**src/rtl/io_link_config.svh**
```systemverilog
`ifndef IO_LINK_CONFIG_SVH
`define IO_LINK_CONFIG_SVH

// ~~~~~~~~~~~~~~~~~~~~~~~~~~~~~~~~~~~~~~
// Packet field widths
// ~~~~~~~~~~~~~~~~~~~~~~~~~~~~~~~~~~~~~~
`define IO_ADDR_W        12  // Word address
`define IO_DATA_W        32
`define IO_X_W           4
`define IO_Y_W           3
`define IO_REG_W         5

// ~~~~~~~~~~~~~~~~~~~~~~~~~~~~~~~~~~~~~~
// Link sizing
// ~~~~~~~~~~~~~~~~~~~~~~~~~~~~~~~~~~~~~~
`define IO_LG_FIFO_DEPTH 3  // Also sizes the pending queue
`define IO_LG_TOKEN_DEC  1  // One token stands for 2**this dequeues

`endif
```
**src/rtl/io_link_pkg.sv**
```systemverilog
`include "io_link_config.svh"

package io_link_pkg;

  typedef enum logic [0:0]
  {
    IO_OP_LOAD  = 1'b0
   ,IO_OP_STORE = 1'b1
  } io_op_e;

  // Load size encodings
  localparam logic [1:0] IO_SIZE_BYTE = 2'd0;
  localparam logic [1:0] IO_SIZE_HALF = 2'd1;
  localparam logic [1:0] IO_SIZE_WORD = 2'd2;

  typedef struct packed
  {
    logic                 is_signed;
    logic [1:0]           size;
    logic [1:0]           byte_offset;
    logic [`IO_REG_W-1:0] reg_id;
  } io_load_info_s;

  typedef struct packed
  {
    logic [`IO_DATA_W-$bits(io_load_info_s)-1:0] pad;
    io_load_info_s                               info;
  } io_load_word_s;

  // Store data or load info, selected by the op of the packet
  typedef union packed
  {
    logic [`IO_DATA_W-1:0] data;
    io_load_word_s         load;
  } io_payload_u;

  typedef struct packed
  {
    io_op_e                op;
    logic [`IO_ADDR_W-1:0] addr;
    io_payload_u           payload;
    logic [`IO_X_W-1:0]    src_x;
    logic [`IO_Y_W-1:0]    src_y;
  } io_fwd_packet_s;

  typedef struct packed
  {
    io_op_e                op;  // Echo of the request op
    logic [`IO_DATA_W-1:0] data;
  } io_rev_word_s;

  typedef struct packed
  {
    io_op_e                op;
    logic [`IO_REG_W-1:0]  reg_id;
    logic [`IO_DATA_W-1:0] data;
    logic [`IO_X_W-1:0]    dest_x;
    logic [`IO_Y_W-1:0]    dest_y;
    logic [`IO_X_W-1:0]    src_x;
    logic [`IO_Y_W-1:0]    src_y;
  } io_return_packet_s;

endpackage

```
**src/rtl/io_link_top.sv**
```systemverilog
`timescale 1ns/10ps

`include "io_link_config.svh"

module io_link_top
  import io_link_pkg::*;
  (input  logic               core_clk_i
  ,input  logic               arst_n_i

  ,input  logic [`IO_X_W-1:0] global_x_i
  ,input  logic [`IO_Y_W-1:0] global_y_i

  ,input  logic               mesh_fwd_v_i
  ,input  io_fwd_packet_s     mesh_fwd_data_i
  ,output logic               mesh_fwd_ready_o

  ,output logic               mesh_rev_v_o
  ,output io_return_packet_s  mesh_rev_data_o
  ,input  logic               mesh_rev_ready_i

  ,output logic               link_fwd_v_o
  ,output io_fwd_packet_s     link_fwd_data_o
  ,input  logic               link_fwd_token_i

  ,input  logic               link_rev_v_i
  ,input  io_rev_word_s       link_rev_data_i
  ,output logic               link_rev_token_o
  );

  logic               tx_v;
  io_fwd_packet_s     tx_data;
  logic               tx_ready;
  logic               pend_v;
  io_op_e             pend_op;
  io_load_info_s      pend_info;
  logic [`IO_X_W-1:0] pend_src_x;
  logic [`IO_Y_W-1:0] pend_src_y;
  logic               pend_ready;
  logic               rx_v;
  io_rev_word_s       rx_data;
  logic               rx_yumi;

  io_req_decode i_io_req_decode
  (.core_clk_i      (core_clk_i)
  ,.arst_n_i        (arst_n_i)
  ,.mesh_fwd_v_i    (mesh_fwd_v_i)
  ,.mesh_fwd_data_i (mesh_fwd_data_i)
  ,.mesh_fwd_ready_o(mesh_fwd_ready_o)
  ,.tx_v_o          (tx_v)
  ,.tx_data_o       (tx_data)
  ,.tx_ready_i      (tx_ready)
  ,.pend_v_o        (pend_v)
  ,.pend_op_o       (pend_op)
  ,.pend_info_o     (pend_info)
  ,.pend_src_x_o    (pend_src_x)
  ,.pend_src_y_o    (pend_src_y)
  ,.pend_ready_i    (pend_ready)
  );

  sdr_link_tx
 #(.width_p($bits(io_fwd_packet_s))
  ) i_sdr_link_tx
  (.core_clk_i  (core_clk_i)
  ,.arst_n_i    (arst_n_i)
  ,.core_v_i    (tx_v)
  ,.core_data_i (tx_data)
  ,.core_ready_o(tx_ready)
  ,.link_v_o    (link_fwd_v_o)
  ,.link_data_o (link_fwd_data_o)
  ,.link_token_i(link_fwd_token_i)
  );

  sdr_link_rx
 #(.width_p($bits(io_rev_word_s))
  ) i_sdr_link_rx
  (.core_clk_i  (core_clk_i)
  ,.arst_n_i    (arst_n_i)
  ,.link_v_i    (link_rev_v_i)
  ,.link_data_i (link_rev_data_i)
  ,.link_token_o(link_rev_token_o)
  ,.core_v_o    (rx_v)
  ,.core_data_o (rx_data)
  ,.core_yumi_i (rx_yumi)
  );

  io_return_format i_io_return_format
  (.core_clk_i      (core_clk_i)
  ,.arst_n_i        (arst_n_i)
  ,.global_x_i      (global_x_i)
  ,.global_y_i      (global_y_i)
  ,.pend_v_i        (pend_v)
  ,.pend_op_i       (pend_op)
  ,.pend_info_i     (pend_info)
  ,.pend_src_x_i    (pend_src_x)
  ,.pend_src_y_i    (pend_src_y)
  ,.pend_ready_o    (pend_ready)
  ,.rx_v_i          (rx_v)
  ,.rx_data_i       (rx_data)
  ,.rx_yumi_o       (rx_yumi)
  ,.mesh_rev_v_o    (mesh_rev_v_o)
  ,.mesh_rev_data_o (mesh_rev_data_o)
  ,.mesh_rev_ready_i(mesh_rev_ready_i)
  );

endmodule

```
**src/rtl/io_return_format.sv**
```systemverilog
`timescale 1ns/10ps

`include "io_link_config.svh"

module io_return_format
  import io_link_pkg::*;
  (input  logic               core_clk_i
  ,input  logic               arst_n_i

  ,input  logic [`IO_X_W-1:0] global_x_i
  ,input  logic [`IO_Y_W-1:0] global_y_i

  ,input  logic               pend_v_i
  ,input  io_op_e             pend_op_i
  ,input  io_load_info_s      pend_info_i
  ,input  logic [`IO_X_W-1:0] pend_src_x_i
  ,input  logic [`IO_Y_W-1:0] pend_src_y_i
  ,output logic               pend_ready_o

  ,input  logic               rx_v_i
  ,input  io_rev_word_s       rx_data_i
  ,output logic               rx_yumi_o

  ,output logic               mesh_rev_v_o
  ,output io_return_packet_s  mesh_rev_data_o
  ,input  logic               mesh_rev_ready_i
  );

  localparam logic [`IO_LG_FIFO_DEPTH:0] depth_lp = 1 << `IO_LG_FIFO_DEPTH;

  // ~~~~~~~~~~~~~~~~~~~~~~~~~~~~~~~~~~~~~~
  // Pending queue
  // ~~~~~~~~~~~~~~~~~~~~~~~~~~~~~~~~~~~~~~
  io_op_e                       op_mem_r    [depth_lp];
  io_load_info_s                info_mem_r  [depth_lp];
  logic [`IO_X_W-1:0]           src_x_mem_r [depth_lp];
  logic [`IO_Y_W-1:0]           src_y_mem_r [depth_lp];
  logic [`IO_LG_FIFO_DEPTH-1:0] wptr_r;
  logic [`IO_LG_FIFO_DEPTH-1:0] rptr_r;
  logic [`IO_LG_FIFO_DEPTH:0]   count_r;
  logic                         enq;
  logic                         deq;

  assign pend_ready_o = (count_r != depth_lp);
  assign enq          = pend_v_i & pend_ready_o;
  assign mesh_rev_v_o = rx_v_i & (count_r != '0);
  assign rx_yumi_o    = mesh_rev_v_o & mesh_rev_ready_i;
  assign deq          = rx_yumi_o;  // Both queues pop together

  always_ff @(posedge core_clk_i or negedge arst_n_i)
  begin
    if (!arst_n_i)
    begin
      wptr_r  <= '0;
      rptr_r  <= '0;
      count_r <= '0;
    end
    else
    begin
      if (enq)
        wptr_r <= wptr_r + 1'b1;
      if (deq)
        rptr_r <= rptr_r + 1'b1;
      case ({enq, deq})
        2'b10:   count_r <= count_r + 1'b1;
        2'b01:   count_r <= count_r - 1'b1;
        default: count_r <= count_r;
      endcase
    end
  end

  always_ff @(posedge core_clk_i)
  begin
    if (enq)
    begin
      op_mem_r[wptr_r]    <= pend_op_i;
      info_mem_r[wptr_r]  <= pend_info_i;
      src_x_mem_r[wptr_r] <= pend_src_x_i;
      src_y_mem_r[wptr_r] <= pend_src_y_i;
    end
  end

  // ~~~~~~~~~~~~~~~~~~~~~~~~~~~~~~~~~~~~~~
  // Load extraction
  // ~~~~~~~~~~~~~~~~~~~~~~~~~~~~~~~~~~~~~~
  io_op_e                head_op;
  io_load_info_s         head_info;
  logic [`IO_DATA_W-1:0] shifted;
  logic [`IO_DATA_W-1:0] load_data;
  logic                  byte_sign;
  logic                  half_sign;

  assign head_op   = op_mem_r[rptr_r];
  assign head_info = info_mem_r[rptr_r];
  assign shifted   = rx_data_i.data >> {head_info.byte_offset, 3'b000};
  assign byte_sign = head_info.is_signed & shifted[7];
  assign half_sign = head_info.is_signed & shifted[15];

  always_comb
  begin
    case (head_info.size)
      IO_SIZE_BYTE: load_data = {{(`IO_DATA_W-8){byte_sign}}, shifted[7:0]};
      IO_SIZE_HALF: load_data = {{(`IO_DATA_W-16){half_sign}}, shifted[15:0]};
      default:      load_data = shifted;
    endcase
  end

  always_comb
  begin
    mesh_rev_data_o.op     = head_op;
    mesh_rev_data_o.reg_id = head_info.reg_id;  // Zero for stores
    mesh_rev_data_o.data   = (head_op == IO_OP_LOAD) ? load_data : '0;
    mesh_rev_data_o.dest_x = src_x_mem_r[rptr_r];
    mesh_rev_data_o.dest_y = src_y_mem_r[rptr_r];
    mesh_rev_data_o.src_x  = global_x_i;
    mesh_rev_data_o.src_y  = global_y_i;
  end

endmodule

```
**src/rtl/sdr_link_rx.sv**
```systemverilog
`timescale 1ns/10ps

`include "io_link_config.svh"

module sdr_link_rx
  #(parameter width_p = 8)
  (input  logic               core_clk_i
  ,input  logic               arst_n_i

  ,input  logic               link_v_i
  ,input  logic [width_p-1:0] link_data_i
  ,output logic               link_token_o

  ,output logic               core_v_o
  ,output logic [width_p-1:0] core_data_o
  ,input  logic               core_yumi_i
  );

  localparam logic [`IO_LG_FIFO_DEPTH:0] depth_lp = 1 << `IO_LG_FIFO_DEPTH;

  logic [width_p-1:0]           mem_r [depth_lp];
  logic [`IO_LG_FIFO_DEPTH-1:0] wptr_r;
  logic [`IO_LG_FIFO_DEPTH-1:0] rptr_r;
  logic [`IO_LG_FIFO_DEPTH:0]   count_r;
  logic [`IO_LG_TOKEN_DEC-1:0]  deq_cnt_r;
  logic                         token_r;

  assign core_v_o     = (count_r != '0);
  assign core_data_o  = mem_r[rptr_r];
  assign link_token_o = token_r;

  always_ff @(posedge core_clk_i or negedge arst_n_i)
  begin
    if (!arst_n_i)
    begin
      wptr_r    <= '0;
      rptr_r    <= '0;
      count_r   <= '0;
      deq_cnt_r <= '0;
      token_r   <= 1'b0;
    end
    else
    begin
      token_r <= core_yumi_i & (&deq_cnt_r);  // Last dequeue of a group
      if (link_v_i)
        wptr_r <= wptr_r + 1'b1;
      if (core_yumi_i)
      begin
        rptr_r    <= rptr_r + 1'b1;
        deq_cnt_r <= deq_cnt_r + 1'b1;
      end
      case ({link_v_i, core_yumi_i})
        2'b10:   count_r <= count_r + 1'b1;
        2'b01:   count_r <= count_r - 1'b1;
        default: count_r <= count_r;
      endcase
    end
  end

  // The sender holds credits, so every word finds a free entry
  always_ff @(posedge core_clk_i)
  begin
    if (link_v_i)
      mem_r[wptr_r] <= link_data_i;
  end

endmodule

```
**src/rtl/sdr_link_tx.sv**
```systemverilog
`timescale 1ns/10ps

`include "io_link_config.svh"

module sdr_link_tx
  #(parameter width_p = 8)
  (input  logic               core_clk_i
  ,input  logic               arst_n_i

  ,input  logic               core_v_i
  ,input  logic [width_p-1:0] core_data_i
  ,output logic               core_ready_o

  ,output logic               link_v_o
  ,output logic [width_p-1:0] link_data_o
  ,input  logic               link_token_i
  );

  localparam logic [`IO_LG_FIFO_DEPTH:0] depth_lp = 1 << `IO_LG_FIFO_DEPTH;
  localparam logic [`IO_LG_FIFO_DEPTH:0] dec_lp   = 1 << `IO_LG_TOKEN_DEC;

  logic [width_p-1:0]           mem_r [depth_lp];
  logic [`IO_LG_FIFO_DEPTH-1:0] wptr_r;
  logic [`IO_LG_FIFO_DEPTH-1:0] rptr_r;
  logic [`IO_LG_FIFO_DEPTH:0]   count_r;
  logic [`IO_LG_FIFO_DEPTH:0]   credit_r;
  logic [`IO_LG_FIFO_DEPTH:0]   credit_next;
  logic                         enq;
  logic                         deq;

  assign core_ready_o = (count_r != depth_lp);
  assign enq          = core_v_i & core_ready_o;
  assign link_v_o     = (count_r != '0) & (credit_r != '0);  // One credit per word sent
  assign deq          = link_v_o;
  assign link_data_o  = mem_r[rptr_r];

  always_comb
  begin
    credit_next = credit_r;
    if (link_token_i)
      credit_next = credit_next + dec_lp;
    if (deq)
      credit_next = credit_next - 1'b1;
  end

  always_ff @(posedge core_clk_i or negedge arst_n_i)
  begin
    if (!arst_n_i)
    begin
      wptr_r   <= '0;
      rptr_r   <= '0;
      count_r  <= '0;
      credit_r <= depth_lp;  // Far side starts with an empty FIFO
    end
    else
    begin
      credit_r <= credit_next;
      if (enq)
        wptr_r <= wptr_r + 1'b1;
      if (deq)
        rptr_r <= rptr_r + 1'b1;
      case ({enq, deq})
        2'b10:   count_r <= count_r + 1'b1;
        2'b01:   count_r <= count_r - 1'b1;
        default: count_r <= count_r;
      endcase
    end
  end

  always_ff @(posedge core_clk_i)
  begin
    if (enq)
      mem_r[wptr_r] <= core_data_i;
  end

endmodule

```
**src/rtl/io_req_decode.sv**
```systemverilog
`timescale 1ns/10ps

`include "io_link_config.svh"

module io_req_decode
  import io_link_pkg::*;
  (input  logic               core_clk_i
  ,input  logic               arst_n_i

  ,input  logic               mesh_fwd_v_i
  ,input  io_fwd_packet_s     mesh_fwd_data_i
  ,output logic               mesh_fwd_ready_o

  ,output logic               tx_v_o
  ,output io_fwd_packet_s     tx_data_o
  ,input  logic               tx_ready_i

  ,output logic               pend_v_o
  ,output io_op_e             pend_op_o
  ,output io_load_info_s      pend_info_o
  ,output logic [`IO_X_W-1:0] pend_src_x_o
  ,output logic [`IO_Y_W-1:0] pend_src_y_o
  ,input  logic               pend_ready_i
  );

  io_fwd_packet_s fwd_clean;
  io_fwd_packet_s slot_r;
  logic           slot_v_r;
  logic           drain;

  // Loads leave with a canonical payload, only the info bits may be set
  always_comb
  begin
    fwd_clean = mesh_fwd_data_i;
    if (mesh_fwd_data_i.op == IO_OP_LOAD)
      fwd_clean.payload.load.pad = '0;
  end

  assign drain            = slot_v_r & tx_ready_i & pend_ready_i;
  assign mesh_fwd_ready_o = ~slot_v_r | drain;

  always_ff @(posedge core_clk_i or negedge arst_n_i)
  begin
    if (!arst_n_i)
      slot_v_r <= 1'b0;
    else if (mesh_fwd_ready_o)
      slot_v_r <= mesh_fwd_v_i;
  end

  always_ff @(posedge core_clk_i)
  begin
    if (mesh_fwd_ready_o & mesh_fwd_v_i)
      slot_r <= fwd_clean;
  end

  // Each side only sees valid when the other can take it too
  assign tx_v_o    = slot_v_r & pend_ready_i;
  assign tx_data_o = slot_r;

  assign pend_v_o     = slot_v_r & tx_ready_i;
  assign pend_op_o    = slot_r.op;
  assign pend_info_o  = (slot_r.op == IO_OP_LOAD) ? slot_r.payload.load.info : '0;
  assign pend_src_x_o = slot_r.src_x;
  assign pend_src_y_o = slot_r.src_y;

endmodule

```
**config.mk**
```make
export PLATFORM = sky130hd
export DESIGN_NAME = io_link_top
export DESIGN_NICKNAME = d
export VERILOG_FILES = /design/src/rtl/io_link_pkg.sv /design/src/rtl/io_link_top.sv /design/src/rtl/io_return_format.sv /design/src/rtl/sdr_link_rx.sv /design/src/rtl/sdr_link_tx.sv /design/src/rtl/io_req_decode.sv
export VERILOG_INCLUDE_DIRS = /design/src /design/src/rtl
export SDC_FILE = /design/constraint.sdc
export NUM_CORES = 1
export LEC_CHECK = 0
export BUFFER_PORTS_ARGS = -buffer_cell sky130_fd_sc_hd__clkbuf_2
export CAP_MARGIN = 10
export CORE_MARGIN = 2
export CORE_UTILIZATION = 55
export DETAILED_ROUTE_END_ITERATION = 7
export GPL_TIMING_DRIVEN = 0
export MAX_ROUTING_LAYER = met4
export PLACE_DENSITY = 0.76
export SYNTH_ARGS = -nofsm -noshare
export SYNTH_HDL_FRONTEND = slang
export SYNTH_SLANG_ARGS = --single-unit
```
**constraint.sdc**
```tcl
create_clock -name core_clk_i -period 7.25 [get_ports core_clk_i]
set_clock_uncertainty 0.05 [all_clocks]
set_input_delay 1.45 -clock core_clk_i [delete_from_list [all_inputs] [get_ports core_clk_i]]
set_output_delay 1.45 -clock core_clk_i [all_outputs]
set_load 0.05 [all_outputs]
```
After elaboration in Yosys (flattened, before gate mapping)
Memories as Yosys holds them, arrays and structs flattened.
Cells that the tools add are included.
{"block": "op_classes", "n_bitwise": 13, "add_sub_neg": 15, "muxes": 14, "n_reduce_logical": 8, "n_shift": 1, "n_eq_ne": 9}
{"op": "one-hot mux 32 bit (2 select lines)", "n": 1}
{"op": "2-to-1 mux 32 bit", "n": 1}
{"op": "right shift 32 x 5 -> 32 bit", "n": 1}
{"op": "one-hot mux 4 bit (2 select lines)", "n": 3}
{"op": "adder 3 x 1 -> 3 bit, second input constant", "n": 6}
{"op": "nonzero test 4 bit", "n": 4}
{"op": "subtractor 4 x 1 -> 4 bit, second input constant", "n": 4}
{"op": "adder 4 x 1 -> 4 bit, second input constant", "n": 3}
{"op": "AND 1 bit", "n": 11}
{"op": "2-to-1 mux 10 bit", "n": 1}
{"op": "equality test 2 x 1 -> 1 bit, second input constant", "n": 4}
{"op": "2-to-1 mux 4 bit", "n": 2}
{"op": "!= test 4 bit, second input constant", "n": 2}
{"op": "equality test 2 bit, second input constant", "n": 3}
{"op": "2-to-1 mux 1 bit", "n": 6}
{"op": "nonzero test 2 bit", "n": 3}
{"op": "adder 4 x 2 -> 4 bit, second input constant", "n": 1}
{"op": "zero test 2 bit", "n": 1}
{"op": "adder 1 bit, second input constant", "n": 1}
{"op": "NOT 1 bit", "n": 1}
{"op": "OR 1 bit", "n": 1}
{"block": "word_totals", "output_inout_bits": 108, "input_bits": 98, "mem_count": 6, "ramBits": 824, "regBits": 89, "word_cells": 85}
{"memory": "i_sdr_link_tx.mem_r", "depth": 8, "word_bits": 52, "read_ports": 1, "rd_ports_with_merged_regs": 0, "wr": 1, "line_no": "sdr_link_tx.sv:22", "text": "logic [width_p-1:0] mem_r [depth_lp];"}
{"memory": "i_sdr_link_rx.mem_r", "depth": 8, "word_bits": 33, "read_ports": 1, "rd_ports_with_merged_regs": 0, "wr": 1, "line_no": "sdr_link_rx.sv:21", "text": "logic [width_p-1:0] mem_r [depth_lp];"}
{"memory": "i_io_return_format.info_mem_r", "depth": 8, "word_bits": 10, "read_ports": 1, "rd_ports_with_merged_regs": 0, "wr": 1, "line_no": "io_return_format.sv:35", "text": "io_load_info_s info_mem_r [depth_lp];"}
{"memory": "i_io_return_format.src_x_mem_r", "depth": 8, "word_bits": 4, "read_ports": 1, "rd_ports_with_merged_regs": 0, "wr": 1, "line_no": "io_return_format.sv:36", "text": "logic [`IO_X_W-1:0] src_x_mem_r [depth_lp];"}
{"memory": "i_io_return_format.src_y_mem_r", "depth": 8, "word_bits": 3, "read_ports": 1, "rd_ports_with_merged_regs": 0, "wr": 1, "line_no": "io_return_format.sv:37", "text": "logic [`IO_Y_W-1:0] src_y_mem_r [depth_lp];"}
{"memory": "i_io_return_format.op_mem_r", "depth": 8, "word_bits": 1, "read_ports": 1, "rd_ports_with_merged_regs": 0, "wr": 1, "line_no": "io_return_format.sv:34", "text": "io_op_e op_mem_r [depth_lp];"}

Longest topological paths before layout
{"block": "logic_depth", "word_depth": 5, "mapped_depth": 12, "ltp_nobuf": 10}

By module
From an unflattened synthesis, not the netlist that was laid out.
{"block": "unflattened", "hier_cells": 1654, "hier_area_um2": 36336.1}
{"mod": "sdr_link_tx", "cells_each": 678, "seq_area_each_um2": 12843.6, "area_per_inst_um2": 16628.4, "instances": 1}
{"mod": "sdr_link_rx", "cells_each": 439, "seq_area_each_um2": 8227.9, "area_per_inst_um2": 10700.3, "instances": 1}
{"mod": "io_return_format", "cells_each": 436, "seq_area_each_um2": 4574.4, "area_per_inst_um2": 7096.8, "instances": 1}
{"mod": "io_req_decode", "cells_each": 101, "seq_area_each_um2": 1586.5, "area_per_inst_um2": 1910.6, "instances": 1}

Least setup slack after synthesis
Ideal clock, no wire load.
{"block": "synth_timing", "path_type": "flip-flop to flip-flop", "startpoint": "register i_io_return_format.count_r[1]", "endpoint": "memory i_sdr_link_tx.mem_r[4][0] (netlist name), enable pin", "required_ns": 6.591, "setup_time_ns": 0.609, "path_slack_ns": -0.075, "stages_incl_launch_ff": 6, "synth_period_minus_slack_ns": 7.325, "path_buffers": 1, "arrival_ns": 6.666, "cell_sequence": "dfrtp_1 clkbuf_1 nor3_1 a221oi_2 inv_2 nor4b_1"}
{"block": "synth_via", "elab_chain_len": 5}
{"item": "start, declared", "line_no": "io_return_format.sv:40", "text": "logic [`IO_LG_FIFO_DEPTH:0] count_r;"}
{"item": "start signal, assigned", "line_no": "io_return_format.sv:65", "text": "2'b10: count_r <= count_r + 1'b1;"}
{"item": "start signal, assigned", "line_no": "io_return_format.sv:66", "text": "2'b01: count_r <= count_r - 1'b1;"}
{"item": "start signal, assigned", "line_no": "io_return_format.sv:67", "text": "default: count_r <= count_r;"}
{"item": "!= test 4 bit", "line_no": "io_return_format.sv:44", "text": "assign pend_ready_o = (count_r != depth_lp);"}
{"item": "AND 1 bit", "line_no": "io_req_decode.sv:57", "text": "assign tx_v_o = slot_v_r & pend_ready_i;"}
{"item": "AND 1 bit", "line_no": "sdr_link_tx.sv:32", "text": "assign enq = core_v_i & core_ready_o;"}
{"item": "2-to-1 mux 1 bit", "line_no": "sdr_link_tx.sv:72", "text": "if (enq)"}
{"item": "2-to-1 mux 1 bit (not written as such)", "line_no": "sdr_link_tx.sv:73", "text": "mem_r[wptr_r] <= core_data_i;"}
{"item": "end, declared", "line_no": "sdr_link_tx.sv:22"}
Every way passes these cells.

==> impl_metrics.json <==
{
  "status": "complete, no violations",
  "whs_path_depth": 1,
  "root_buffer": "clkbuf_16",
  "mostFrequentLayoutCell": "edfxtp_1",
  "grt_usage_pct": 24.0,
  "synth_flop_cell": "edfxtp_1",
  "synth_seq_cells": 905,
  "place_congestion": 0.855,
  "end_kind": "primary output",
  "port_buffers": 196,
  "grt_pass1_vias": 18200,
  "netlist_area_um2": 35300,
  "cts_resized": 0,
  "detail_route.iter0.violations": 1658,
  "synthCells": 1641,
  "routed_wl_um": 76100,
  "reg2reg_to": "i_sdr_link_tx.mem_r[6][42]",
  "clkTransAtPathRegs_ns": 0.07,
  "dp.final_hpwl_um": 49200,
  "cts.htree.levels": 3,
  "pre_cts_ws_ns": 2.52,
  "ctsHoldBuffers": 0,
  "critPathSlowestCell": "clkbuf_1",
  "timing.rr.start": "i_sdr_link_tx.count_r[1]",
  "worstSetupStartpointType": "register",
  "fin_crit_sh_pct": 74.1,
  "min_period_ns": 5.37,
  "cts_sinks": 905,
  "max_freq_mhz": 186,
  "critPathRequiredTime_ns": 5.75,
  "r2r_cells": 9,
  "grt_pass1_wl_um": 114000,
  "start_util_pct": 55.8,
  "die_area_um2": 66100,
  "layout.cells.non_filler": 2924,
  "drive_above_1_share_pct": 36.6,
  "area_delta_synth_final_pct": 17.4,
  "path_max_fanout": 10,
  "rrSetupSlack_ns": 3.64,
  "ys_warn_count": 0,
  "tightest_slew_ns": 1.16,
  "multi_input_area_um2": 8010,
  "power_density_nw_per_um2": 496,
  "ios": 206,
  "drtAntennaViolNets": 0,
  "die_h_um": 257,
  "hold_viol_final": 0,
  "grt_max_degree": 53,
  "synth_edf_count": 868,
  "crit_chain": "buf_4 -> buf_4 -> buf_2 -> clkbuf_1 -> mux4_2 -> mux2i_1 -> mux2i_1 -> mux2i_1 -> nor2_1 -> clkbuf_2",
  "slew_headroom_pct": 21.9,
  "rsz0062_at_grt": "no",
  "layout_common_cells": "edfxtp_1 (868), mux4_2 (200), clkbuf_2 (196)",
  "vdd_ir_drop_max_mv": 0.418,
  "async_flop_share_pct": 4.09,
  "crit_buf_inv": 5,
  "seqCellArea_um2": 27000,
  "critPathMaxStageDelay_ns": 0.61,
  "ys_seq_area_share_pct": 76.6,
  "via_count": 17600,
  "wl_per_cell_um": 26.0,
  "drc": 0,
  "fillCellCount": 3961,
  "dpl.cell_count": 2756,
  "crit_arrival_ns": 3.87,
  "antenna_found_initial": 2,
  "layout_setup_ws_ns": 1.88,
  "cts_setup_buffers": 0,
  "worstSkewPairLatency_ns": 0.65,
  "whs_endpoint": "i_sdr_link_rx.deq_cnt_r",
  "critical_path_class": "register to primary output",
  "setup_viol_count_final": 0,
  "syn_area_per_cell_um2": 21.5,
  "clock_path_buffers": 3,
  "drt_first_pass_iters": 7,
  "viasPerCell": 6.03,
  "slew_violations": 0,
  "maxCapViolCount": 0,
  "core_area_um2": 63200,
  "fin_nets": 2113,
  "min_from": "i_sdr_link_rx.deq_cnt_r",
  "syn-num-nets": 1754,
  "grt_overflow": 0,
  "cts-buffers-inserted": 88,
  "ys_types": 46,
  "crit_top_cell": "mux2i_1",
  "std_cell_rows": 92,
  "critPathTopFamily": "buffers and inverters",
  "fp.dieW_um": 257,
  "leakage_nw": 14.1,
  "cts_tree": "yes",
  "hold_class": "register to register"
}
[stage by stage]
| step | instance area, µm² | util, % | hold WS [ns] | TNS, ns | total power, mW |
|---|---|---|---|---|---|
| after floorplan | 35300 | - | 0.384 | 0 | 13.4 |
| final | 41400 | 65.5 | 0.412 | 0 | 20.5 |
| after detailed placement | 38400 | 60.7 | 0.400 | 0 | 15.9 |
| after CTS | 41400 | 65.5 | 0.413 | 0 | 20.7 |
| after global placement | 37300 | 59.0 | 0.399 | -854.12 | 15.5 |
| after global routing | 41400 | 65.5 | 0.429 | 0 | 21.3 |
[final cells by class]
type                    count  area share (%)
flip-flops and latches    905            65.2
multi-input cells         643            19.3
clock buffers             112            5.79
repair buffers            269            4.53
well taps                 846            2.56
clock inverters            54            1.54
plain buffers              87           0.970
inverters                   6          0.0544
diodes                      2          0.0121
[worst reg2reg max path, stage by stage (launching register included)]
cell	delay [ns]
dfrtp_1	0.33
clkbuf_1	0.27
nor3_1	0.12
a221oi_2	0.59
inv_2	0.25
clkbuf_1	0.36
nor3_2	0.70
buf_6	0.27
buf_6	0.17
buf_6	0.18
[layer usage]
metal / global-route usage [%] / part of all wire [%] / routed length [µm] / vias up
met5: - / 0 / 0 / -
met4: 7.12 / 2.0 / 1510 / 0
met3: 4.19 / 7.3 / 5590 / 112
met2: 39.8 / 52 / 39600 / 746
met1: 30.7 / 39 / 29400 / 9303
li1: - / - / - / 7478
[registers in the layout (all words and copies together), names as in the netlist, 3 cells and up]
register	count
i_sdr_link_tx.mem_r	416
i_sdr_link_rx.mem_r	256
i_io_return_format.info_mem_r	80
i_io_req_decode.tx_data_o	44
i_io_return_format.src_x_mem_r	32
i_io_return_format.src_y_mem_r	24
i_io_return_format.op_mem_r	8
i_io_req_decode.pend_src_x_o	4
i_io_return_format.count_r	4
i_sdr_link_rx.count_r	4
i_sdr_link_tx.count_r	4
i_sdr_link_tx.credit_r	4
i_io_req_decode.pend_src_y_o	3
i_io_return_format.rptr_r	3
i_io_return_format.wptr_r	3
i_sdr_link_rx.rptr_r	3
i_sdr_link_rx.wptr_r	3
i_sdr_link_tx.rptr_r	3
i_sdr_link_tx.wptr_r	3
[synthesized netlist by cell type, types with 11 or more instances]
cell | count | share of area, %
buf_2 | 24 | 0.34
mux2_2 | 87 | 2.8
mux2i_1 | 53 | 1.5
nor2b_1 | 15 | 0.27
a21oi_1 | 26 | 0.37
and2_1 | 25 | 0.44
nor3_1 | 12 | 0.17
clkbuf_1 | 41 | 0.44
buf_1 | 11 | 0.12
nand2_1 | 65 | 0.69
mux4_2 | 200 | 13
xnor2_1 | 14 | 0.35
edfxtp_1 | 868 | 74
dfrtp_1 | 36 | 2.6
ha_1 | 15 | 0.53
xor2_1 | 18 | 0.45
nor2_1 | 43 | 0.46
o21ai_0 | 14 | 0.20
[worst max-delay path by stage]
stage | slack (ns) | endpoint | start | cells past startpoint
2_1_floorplan | 0.16 | i_sdr_link_tx.mem_r[0][0] | i_io_return_format.count_r[1] | 6
3_3_place_gp | -5.33 | i_sdr_link_tx.mem_r[0][42] | i_io_return_format.count_r[1] | 6
3_5_place_dp | 2.52 | mesh_rev_data_o[15] | i_sdr_link_rx.rptr_r[1] | 10
4_1_cts | 1.83 | mesh_rev_data_o[15] | i_sdr_link_rx.rptr_r[1] | 10
5_1_grt | 1.66 | mesh_rev_data_o[15] | i_sdr_link_rx.rptr_r[1] | 10
6_report | 1.88 | mesh_rev_data_o[15] | i_sdr_link_rx.rptr_r[1] | 10
[power by group]
group	leakage, nW	total (mW)	internal [mW]	switching, mW
Sequential	8.38	7.39	6.96	0.434
Combinational	4.27	8.40	2.88	5.52
Clock	1.47	4.75	2.79	1.96
[cell families (layout without fill, tap and decap cells)]
family                   Yosys count  in the layout  share of synthesized area, %
flip-flops                       905            905                          76.6
multiplexers                     343            343                          17.2
AND/OR/NAND/NOR                  196            196                          2.74
buffers and inverters             93            528                          1.20
AO/OA/AOI/OAI                     57             57                         0.990
XOR/XNOR                          32             32                         0.795
adder cells (fa/ha/maj)           15             15                         0.532
other                              0              2                             0
No activity file was read; power rests on OpenSTA's default activity.
